<file path="config.mk">
export PLATFORM = sky130hd
export DESIGN_NAME = chmux_top
export DESIGN_NICKNAME = d
export VERILOG_FILES = /design/src/rtl/chmux_pkg.sv /design/src/rtl/chmux_beat_counter.sv /design/src/rtl/chmux_crossbar.sv /design/src/rtl/chmux_route_table.sv /design/src/rtl/chmux_top.sv
export VERILOG_INCLUDE_DIRS = /design/src /design/src/include
export SDC_FILE = /design/constraint.sdc
export NUM_CORES = 1
export LEC_CHECK = 0
export BUFFER_PORTS_ARGS = -buffer_cell sky130_fd_sc_hd__buf_2
export CORE_AREA = 2 2 290 292
export DETAILED_ROUTE_END_ITERATION = 12
export DIE_AREA = 0 0 292 294
export PLACE_DENSITY_LB_ADDON = 0.2
export SYNTH_ARGS = -nofsm -noshare
export SYNTH_HDL_FRONTEND = slang
export SYNTH_SLANG_ARGS = --single-unit
</file>
<file path="constraint.sdc">
create_clock -name clk -period 2.8 [get_ports clk]
set_input_delay 0.14 -clock clk [delete_from_list [all_inputs] [get_ports clk]]
set_output_delay 0.14 -clock clk [all_outputs]
set_load 0.1 [all_outputs]
</file>
<file path="src/include/chmux_macros.svh">
// Size macros for the channel multiplexer.
// Channel counts, sample sizes, index widths and counter width.

`ifndef CHMUX_MACROS_SVH
`define CHMUX_MACROS_SVH

// Samples carried by one beat and the width of each sample.
`define CHMUX_PARALLEL_SAMPLES 4
`define CHMUX_SAMPLE_WIDTH 16

// Six inputs leave select codes 6 and 7 unused, and those disable an output.
`define CHMUX_IN_CHANNELS 6
`define CHMUX_OUT_CHANNELS 4

// Width of a source index and of an output index.
`define CHMUX_SELECT_BITS 3
`define CHMUX_OUT_INDEX_BITS 2

// Width of the per-output beat counters.
`define CHMUX_COUNT_WIDTH 16

`endif

</file>
<file path="src/rtl/chmux_pkg.sv">
// Types shared by the channel multiplexer.
// Beats, channel bundles, route entries, config words and counters.

`default_nettype none

`include "chmux_macros.svh"

package chmux_pkg;

  // One beat of parallel samples from a single channel.
  typedef logic [`CHMUX_PARALLEL_SAMPLES-1:0][`CHMUX_SAMPLE_WIDTH-1:0] beat_t;

  typedef struct packed {
    logic [`CHMUX_IN_CHANNELS-1:0] valid;
    beat_t [`CHMUX_IN_CHANNELS-1:0] data;
  } in_bundle_t;

  typedef struct packed {
    logic [`CHMUX_OUT_CHANNELS-1:0] valid;
    beat_t [`CHMUX_OUT_CHANNELS-1:0] data;
  } out_bundle_t;

  // Routing for one output. A disabled entry always holds source zero.
  typedef struct packed {
    logic enable;
    logic [`CHMUX_SELECT_BITS-1:0] source;
  } route_t;

  typedef route_t [`CHMUX_OUT_CHANNELS-1:0] route_table_t;

  typedef logic [`CHMUX_OUT_CHANNELS-1:0][`CHMUX_SELECT_BITS-1:0] select_map_t;

  typedef struct packed {
    logic [`CHMUX_OUT_INDEX_BITS-1:0] out_index;
    logic [`CHMUX_SELECT_BITS-1:0] source;
    logic [`CHMUX_OUT_CHANNELS*`CHMUX_SELECT_BITS-`CHMUX_OUT_INDEX_BITS
           -`CHMUX_SELECT_BITS-1:0] pad;
  } single_route_t;

  // The payload is read as a full map or as a single update, by kind.
  typedef union packed {
    select_map_t full_map;
    single_route_t single;
  } config_payload_u;

  typedef enum logic {
    cfg_full_map,
    cfg_single
  } config_kind_e;

  typedef struct packed {
    config_kind_e kind;
    config_payload_u payload;
  } config_word_t;

  typedef logic [`CHMUX_OUT_CHANNELS-1:0][`CHMUX_COUNT_WIDTH-1:0] count_array_t;

endpackage

`default_nettype wire

</file>
<file path="src/rtl/chmux_beat_counter.sv">
// Per-output beat counters of the channel multiplexer.
// One wrapping counter per output, counting forwarded beats since reset.

`default_nettype none
`timescale 1ns/1ps

`include "chmux_macros.svh"

module chmux_beat_counter
  import chmux_pkg::*;
(
  input  logic                           clk,
  input  logic                           reset,
  input  logic [`CHMUX_OUT_CHANNELS-1:0] out_valid,
  output count_array_t                   beat_counts
);

  count_array_t next_counts;

  // A counter steps once per valid output beat and wraps at full scale.
  always_comb begin
    for (int o = 0; o < `CHMUX_OUT_CHANNELS; o++) begin
      if (out_valid[o]) begin
        next_counts[o] = beat_counts[o] + 1'b1;
      end else begin
        next_counts[o] = beat_counts[o];
      end
    end
  end

  always_ff @(posedge clk) begin
    if (reset) begin
      beat_counts <= '0;
    end else begin
      beat_counts <= next_counts;
    end
  end

endmodule

`default_nettype wire

</file>
<file path="src/rtl/chmux_crossbar.sv">
// Registered crossbar of the channel multiplexer.
// Each output takes the beat and valid of its routed input, gated by the
// route enable, with one cycle of latency.

`default_nettype none
`timescale 1ns/1ps

`include "chmux_macros.svh"

module chmux_crossbar
  import chmux_pkg::*;
(
  input  logic         clk,
  input  logic         reset,
  input  route_table_t routes,
  input  in_bundle_t   data_in,
  output out_bundle_t  data_out
);

  logic [`CHMUX_OUT_CHANNELS-1:0] next_valid;
  beat_t [`CHMUX_OUT_CHANNELS-1:0] sel_data;

  // Selection for every output in parallel.
  // The enable comes from the route table and is trusted here. A disabled
  // route points at input zero, which is always in range.
  always_comb begin
    for (int o = 0; o < `CHMUX_OUT_CHANNELS; o++) begin
      sel_data[o] = data_in.data[routes[o].source];
      next_valid[o] = routes[o].enable & data_in.valid[routes[o].source];
    end
  end

  // Valid is registered every cycle; data only loads on a forwarded beat
  // and otherwise holds its last value.
  always_ff @(posedge clk) begin
    if (reset) begin
      data_out.valid <= '0;
      data_out.data <= '0;
    end else begin
      data_out.valid <= next_valid;
      for (int o = 0; o < `CHMUX_OUT_CHANNELS; o++) begin
        if (next_valid[o]) begin
          data_out.data[o] <= sel_data[o];
        end
      end
    end
  end

endmodule

`default_nettype wire

</file>
<file path="src/rtl/chmux_route_table.sv">
// Route table of the channel multiplexer.
// Decodes config words, range-checks source indices and holds the
// registered route for each output.

`default_nettype none
`timescale 1ns/1ps

`include "chmux_macros.svh"

module chmux_route_table
  import chmux_pkg::*;
(
  input  logic         clk,
  input  logic         reset,
  input  logic         config_valid,
  input  config_word_t config_data,
  output route_table_t routes
);

  route_table_t next_routes;

  // Turns a requested source index into a route entry. Codes past the last
  // input channel give a disabled route with source zero.
  function automatic route_t check_source(input logic [`CHMUX_SELECT_BITS-1:0] src);
    route_t entry;
    if (src < `CHMUX_IN_CHANNELS) begin
      entry.enable = 1'b1;
      entry.source = src;
    end else begin
      entry.enable = 1'b0;
      entry.source = '0;
    end
    return entry;
  endfunction

  always_comb begin
    next_routes = routes;
    case (config_data.kind)
      cfg_full_map: begin
        for (int o = 0; o < `CHMUX_OUT_CHANNELS; o++) begin
          next_routes[o] = check_source(config_data.payload.full_map[o]);
        end
      end
      cfg_single: begin
        // Only the named output is touched; all other entries keep their value.
        next_routes[config_data.payload.single.out_index] =
          check_source(config_data.payload.single.source);
      end
    endcase
  end

  // The new table is visible right after the strobe edge, so it governs
  // input beats from the following edge on.
  always_ff @(posedge clk) begin
    if (reset) begin
      for (int o = 0; o < `CHMUX_OUT_CHANNELS; o++) begin
        routes[o].enable <= 1'b0;
        routes[o].source <= '0;
      end
    end else if (config_valid) begin
      routes <= next_routes;
    end
  end

endmodule

`default_nettype wire

</file>
<file path="src/rtl/chmux_top.sv">
// Top level of the channel multiplexer.
// Connects the route table, the crossbar and the beat counters.
// Latency is one cycle to data_out and two cycles to beat_counts.

`default_nettype none
`timescale 1ns/1ps

`include "chmux_macros.svh"

module chmux_top
  import chmux_pkg::*;
(
  input  logic         clk,
  input  logic         reset,

  // Parallel-sample input channels, one strobe per beat.
  input  in_bundle_t   data_in,

  // Config port, sampled on the strobe.
  input  logic         config_valid,
  input  config_word_t config_data,

  // Routed output channels and status.
  output out_bundle_t  data_out,
  output route_table_t routes,
  output count_array_t beat_counts
);

  route_table_t route_table;
  out_bundle_t  routed_out;
  logic [`CHMUX_OUT_CHANNELS-1:0] routed_valid;

  assign routed_valid = routed_out.valid;

  chmux_route_table chmux_route_table_i (
    .clk          (clk),
    .reset        (reset),
    .config_valid (config_valid),
    .config_data  (config_data),
    .routes       (route_table)
  );

  chmux_crossbar chmux_crossbar_i (
    .clk      (clk),
    .reset    (reset),
    .routes   (route_table),
    .data_in  (data_in),
    .data_out (routed_out)
  );

  // Counters see the registered output valids, adding the second cycle.
  chmux_beat_counter chmux_beat_counter_i (
    .clk         (clk),
    .reset       (reset),
    .out_valid   (routed_valid),
    .beat_counts (beat_counts)
  );

  assign data_out = routed_out;
  assign routes = route_table;

endmodule

`default_nettype wire

</file>
After elaboration in Yosys (flattened, before gate mapping)
Index checks and enable logic that the tools add are counted.
W data, S select, Z words.
- register bits: 340
- word-level logic and storage cells: 76
- bits in read-only memories: 0
- latch bits: 0
- input port bits: 406
- output and inout port bits: 340
- memory bits (writable): 0
- memories: 0
- shift operators: 0
- eq/ne operators: 0
- div/mod/pow operators: 0
- $lt $le $gt $ge: 11
- muxes and demuxes: 26
- bitwise logic cells: 5
- $add $sub $neg: 4
- reduce and logical (&&, ||, !) cells: 1
- multiply operators: 0
- operators by type and width (cell ; count):
    $bmux W64 S3 ; 4
    $mux W64 ; 4
    $add A16 B1 Y16 const B ; 4
    $pmux W16 S2 ; 1
    $mux W4 ; 7
    $bwmux W16 ; 1
    $lt A3 B4 Y1 const B ; 4
    $lt A3 B3 Y1 const B ; 5
    $bmux W1 S3 ; 4
    $demux W4 S2 ; 1
    $and A1 B1 Y1 ; 4
    $mux W1 ; 4
    $lt A2 B3 Y1 const B ; 1
    $ge A2 B1 Y1 const B ; 1
    $logic_and A1 B1 Y1 ; 1
    $not A1 Y1 ; 1

Longest topological paths before layout
- word-level depth: 6
- depth in mapped cells: 8
- depth with buffers taken out: 5

By module
A second synthesis with hierarchy kept.
- cell total of the unflattened synthesis: 2283
- area total of the unflattened synthesis: 25889.8 µm²
- by module, submodules not included (module ; seq. area each (µm²) ; cells each ; area each (µm²) ; instances):
    chmux_crossbar ; 5205.0 ; 1853 ; 22182.5 ; 1
    chmux_beat_counter ; 1281.2 ; 322 ; 2851.5 ; 1
    chmux_route_table ; 320.3 ; 108 ; 855.8 ; 1

Worst setup path after synthesis
Ideal clock, no wire load.
- path kind: reg-to-reg
- start: register, netlist name chmux_route_table_i.routes[4]
- end: register, netlist name chmux_crossbar_i.data_out[100]
- period minus slack after synthesis: 2479 ps
- arrival time: 2339 ps
- path buffers: 3
- required time: 2659 ps
- setup slack: 321 ps
- cell stages (with the launch flop): 7
- setup time: 141 ps
- path through: dfxtp_1 > buf_6 > buf_6 > buf_4 > mux4_2 > a221oi_2 > nor3_2
- cells in the longest elaborated chain, start to end: 3
- elaborated cells between the ends (all ways): 5
- RTL lines (element ; RTL line ; RTL):
    $bmux W1 S3 ; chmux_crossbar.sv:29 ; next_valid[o] = routes[o].enable & data_in.valid[routes[o].source];
    $mux W1 (implied by the code) ; chmux_crossbar.sv:29 ;
    $and A1 B1 Y1 ; chmux_crossbar.sv:29 ;
Several ways; a longest one is shown, not always the timed one. The select of a mux whose other input is x is not followed.
A chain may end at the register's enable or synchronous reset.

Final worst setup path
- start: register, netlist name chmux_route_table_i.routes[13]
- end: register, netlist name chmux_route_table_i.routes[13]
- cells in the longest elaborated chain, start to end: 2
- RTL lines (element ; RTL line ; RTL):
    $bwmux W16 ; chmux_route_table.sv:46 ; next_routes[config_data.payload.single.out_index] =
    $pmux W16 S2 ; chmux_route_table.sv:38 ; case (config_data.kind)
Every way passes these cells.

==> Implementation_results.wiki <==
{| class="wikitable"
! Metric !! Value
|-
| Fraction of synthesized cell area in xor and xnor cells || 1.31%
|-
| DR pass1 iterations || 5
|-
| Number of top-level pins || 746
|-
| Max-cap check violation count || 0
|-
| Adder and majority gate portion of the synthesized area || 0.174%
|-
| Global-route wire length before repair || 192000 µm
|-
| Area growth, synth to finish || 22.1%
|-
| Global router's overall resource usage || 30.4%
|-
| Type of the worst setup path || reg -> reg
|-
| Post-layout net count || 3568
|-
| Power after layout || 18.7 mW
|-
| Hold Fails Final Rpt || 0
|-
| Number of clock buffers inserted by TritonCTS || 47
|-
| Status || finished clean
|-
| Met1 routing resource usage after global routing || 37.8%
|-
| Die ar. || 0.0858 mm²
|-
| CTS H-tree depth || 2
|-
| Largest buffer count on any clock path || 3
|-
| Crit share post-route || 86.0%
|-
| Number of filler cells placed in the layout || 8129
|-
| Final instance area || 0.0351 mm²
|-
| Fraction of synthesized area in multiplexers || 29.8%
|-
| Cell types occupying the most area after synthesis || sky130_fd_sc_hd__dfxtp_1 (24%), sky130_fd_sc_hd__mux4_2 (20%), sky130_fd_sc_hd__nor3_2 (15%)
|-
| CTS tree || built
|-
| Largest net degree at the start of global routing || 77
|-
| Startpoint class of the critical path || register
|-
| Synth Flop Type || sky130_fd_sc_hd__dfxtp_1
|-
| Num rows || 106
|-
| Clock tree sinks || 340
|-
| Met2 track utilization from global routing || 51.6%
|-
| Static Leakage || 12.9 nW
|-
| VDD IR-drop max || 0.385 mV
|-
| Slowest stage cell on the critical path || sky130_fd_sc_hd__dlygate4sd3_1
|-
| Complex-gate fraction of the synthesized area || 13.7%
|-
| Setup repair bufs after CTS || 0
|-
| Number of nets produced by synthesis || 2963
|-
| Fraction of synthesized cell area taken by the top area cell type || 23.7%
|-
| Critical Path RT || 3.33 ns
|-
| Post-synthesis async set-or-reset flop share || 0%
|-
| Final Skew || 0.0243 ns
|-
| Max-slew headroom || 28.4%
|-
| Synthesized flop and latch total || 340
|-
| Simple-Gate Fraction of Synth Area || 24.0%
|-
| Final core utilization || 42.3%
|-
| Kind of capture point of the worst setup path || register
|-
| Number of enable flip-flop cells after synthesis || 0
|-
| Initial DRC Count || 2021
|-
| Fin. max-slew vios || 0
|-
| Mean number of vias per cell || 6.13
|-
| Post-Syn Instances || 2553
|-
| Horizontal die dimension || 292 µm
|-
| Most common library cells after synthesis || sky130_fd_sc_hd__nor3_2 (440), sky130_fd_sc_hd__dfxtp_1 (340), sky130_fd_sc_hd__nor2_1 (332), sky130_fd_sc_hd__mux2i_1 (260), sky130_fd_sc_hd__mux4_2 (260)
|-
| Share of the yosys chip area belonging to registers || 23.7%
|-
| Average instance area after synthesis || 11.3 µm²
|-
| Final sum of negative setup slack || 0 ns
|-
| List of cells traversed by the critical path || buf_4, o311ai_0, dlygate4sd3_1, a21oi_1, dlygate4sd3_1
|-
| Number of buffers added on ports || 745
|-
| Worst slew pin tran || 1.07 ns
|-
| Die Y-Extent || 294 µm
|-
| Setup violation total in the final timing report || 0
|-
| Unrepaired setup endpoints after global routing || false
|-
| Cell accounting for the most synthesized area || sky130_fd_sc_hd__dfxtp_1
|-
| Cell mode on critical path || sky130_fd_sc_hd__dlygate4sd3_1
|-
| Pwr dens || 533 mW/mm²
|-
| Number of distinct library cells after synthesis || 47
|-
| Clock latency of the later-clocked register in the worst-skew pair || 0.60 ns
|-
| Combinational family with the most area after synthesis || multiplexers
|-
| Most used routing layer in global routing || met2
|-
| Most common cell in the synthesized netlist || sky130_fd_sc_hd__nor3_2
|-
| Placed Instance Area || 0.0332 mm²
|-
| Routed Antenna Nets || 0
|-
| Drt wl/cell || 31.3 µm
|-
| Clock period minus worst slack || 2.41 ns
|-
| Proportion of layout cells with a drive suffix above 1 || 58.7%
|-
| Number of antenna violations at the first check in global routing || 30
|-
| Class of the worst hold path || in -> reg
|-
| Via total after detailed routing || 26300
|-
| Core Footprint || 0.0829 mm²
|-
| Global route overflow || 0
|-
| DRT Wirelength || 134000 µm
|-
| HPWL after DPL || 92200 µm
|-
| Maximum cell stage delay along the critical path || 0.59 ns
|-
| Highest net fanout along the worst path || 28
|-
| Worst endpoint data arrival time || 2.94 ns
|-
| Root buffer cell || sky130_fd_sc_hd__clkbuf_16
|-
| Post-synthesis instance area || 0.0287 mm²
|-
| Initial core utilization || 34.6%
|-
| Final weighted congestion in routability-driven placement || 0.891
|-
| Count of synthesis-stage warnings from yosys || 0
|-
| Worst-case reg-to-reg path depth || 5
|-
| F_max || 415 MHz
|-
| GR met3 Demand/Resource || 5.42%
|-
| Hold path depth || 4
|-
| Number of global-route vias before repair || 26400
|-
| Clock input transition at the sequential cells of the worst setup and hold paths || 0.06 ns
|-
| DRC violations left || 0
|}
logic make-up (layout without fill, tap and decap cells):
logic type	Yosys count	after routing
other	0	15
XOR/XNOR	43	43
multiplexers	530	530
flip-flops	340	340
AO/OA/AOI/OAI	324	324
AND/OR/NAND/NOR	994	994
adder cells (fa/ha/maj)	4	4
buffers and inverters	318	961
critical path: cells and delay by family (launching register included):
family | cells | cell delay (ns)
buffers and inverters | 3 | 1.61
DFF | 1 | 0.38
AOI/OAI and AO/OA | 2 | 0.34
layout by cell type (no fill, tap or decap), types with 11 or more instances in the layout:
| cell | synthesis | final |
|---|---|---|
| sky130_fd_sc_hd__buf_2 | 87 | 744 |
| sky130_fd_sc_hd__nor3_2 | 440 | 440 |
| sky130_fd_sc_hd__nor2_1 | 332 | 332 |
| sky130_fd_sc_hd__dfxtp_1 | 340 | 332 |
| sky130_fd_sc_hd__mux4_2 | 260 | 260 |
| sky130_fd_sc_hd__mux2i_1 | 260 | 260 |
| sky130_fd_sc_hd__a221oi_2 | 200 | 200 |
| sky130_fd_sc_hd__nor3_1 | 82 | 82 |
| sky130_fd_sc_hd__buf_4 | 43 | 60 |
| sky130_fd_sc_hd__a221oi_1 | 56 | 56 |
| sky130_fd_sc_hd__clkbuf_16 | 0 | 48 |
| sky130_fd_sc_hd__buf_12 | 14 | 42 |
| sky130_fd_sc_hd__nand2_1 | 27 | 27 |
| sky130_fd_sc_hd__a21oi_1 | 23 | 23 |
| sky130_fd_sc_hd__xnor2_1 | 23 | 23 |
| sky130_fd_sc_hd__xor2_1 | 20 | 20 |
| sky130_fd_sc_hd__nand3_1 | 23 | 19 |
| sky130_fd_sc_hd__diode_2 | 0 | 15 |
| sky130_fd_sc_hd__nor2b_1 | 15 | 15 |
| sky130_fd_sc_hd__nand4_1 | 15 | 15 |
| sky130_fd_sc_hd__dlygate4sd3_1 | 0 | 15 |
| sky130_fd_sc_hd__a211oi_1 | 12 | 12 |
| sky130_fd_sc_hd__clkbuf_8 | 0 | 11 |
final cells by class:
cell class              count  area, µm²  area share (%)
multi-input cells        1895      20000            57.0
clock buffers              65       1380            3.92
flip-flops and latches    340       6840            19.5
well taps                1080       1350            3.85
repair buffers            862       5180            14.8
clock inverters            22        264           0.753
inverters                  12       55.1           0.157
diodes                     15       37.5           0.107
what timing repair did:
action	4_1_cts	5_1_grt
hold buffers	15	0
hold endpoints to repair	43	0
resized for setup	0	0
setup endpoints to repair	0	0
worst paths after layout:
check                                                           end  slack (ns)                                         startpoint
setup reg to reg        chmux_route_table_i.routes[13]$_SDFFE_PP0P_        0.39        chmux_route_table_i.routes[13]$_SDFFE_PP0P_
setup / recovery        chmux_route_table_i.routes[13]$_SDFFE_PP0P_        0.39        chmux_route_table_i.routes[13]$_SDFFE_PP0P_
hold / removal          chmux_route_table_i.routes[10]$_SDFFE_PP0P_        0.04                                     config_data[7]
hold reg to reg   chmux_beat_counter_i.beat_counts[63]$_SDFFE_PP0P_        0.50  chmux_beat_counter_i.beat_counts[63]$_SDFFE_PP0P_
through the flow:
| stage | hold slack (ns) | std cells | setup slack [ns] |
|---|---|---|---|
| after floorplan | 0.329 | 2553 | 0.321 |
| after global placement | 0.476 | 4174 | 0.551 |
| after detailed placement | 0.486 | 4174 | 0.509 |
| after CTS | 0.00641 | 4276 | 0.378 |
| after global routing | 0.0385 | 4287 | 0.310 |
| final | 0.0404 | 4291 | 0.391 |
sequential cells by signal, summed over array words and instances (netlist names):
| name | cells |
|---|---|
| chmux_route_table_i.routes | 16 |
| chmux_beat_counter_i.beat_counts | 64 |
| chmux_crossbar_i.data_out | 260 |
power by group:
part	total, mW	leakage [nW]	switching [mW]	internal (mW)
combinational	6.79	9.32	4.68	2.10
clock	6.47	0.804	2.58	3.89
sequential	5.44	2.77	0.304	5.13
metal layers:
layer,part of all wire (%),vias to the layer above
li1,-,11300
met1,40,13300
met2,49,1354
met3,7.1,322
met4,4.3,26
met5,0.13,-
No activity file was read; power rests on OpenSTA's default activity.
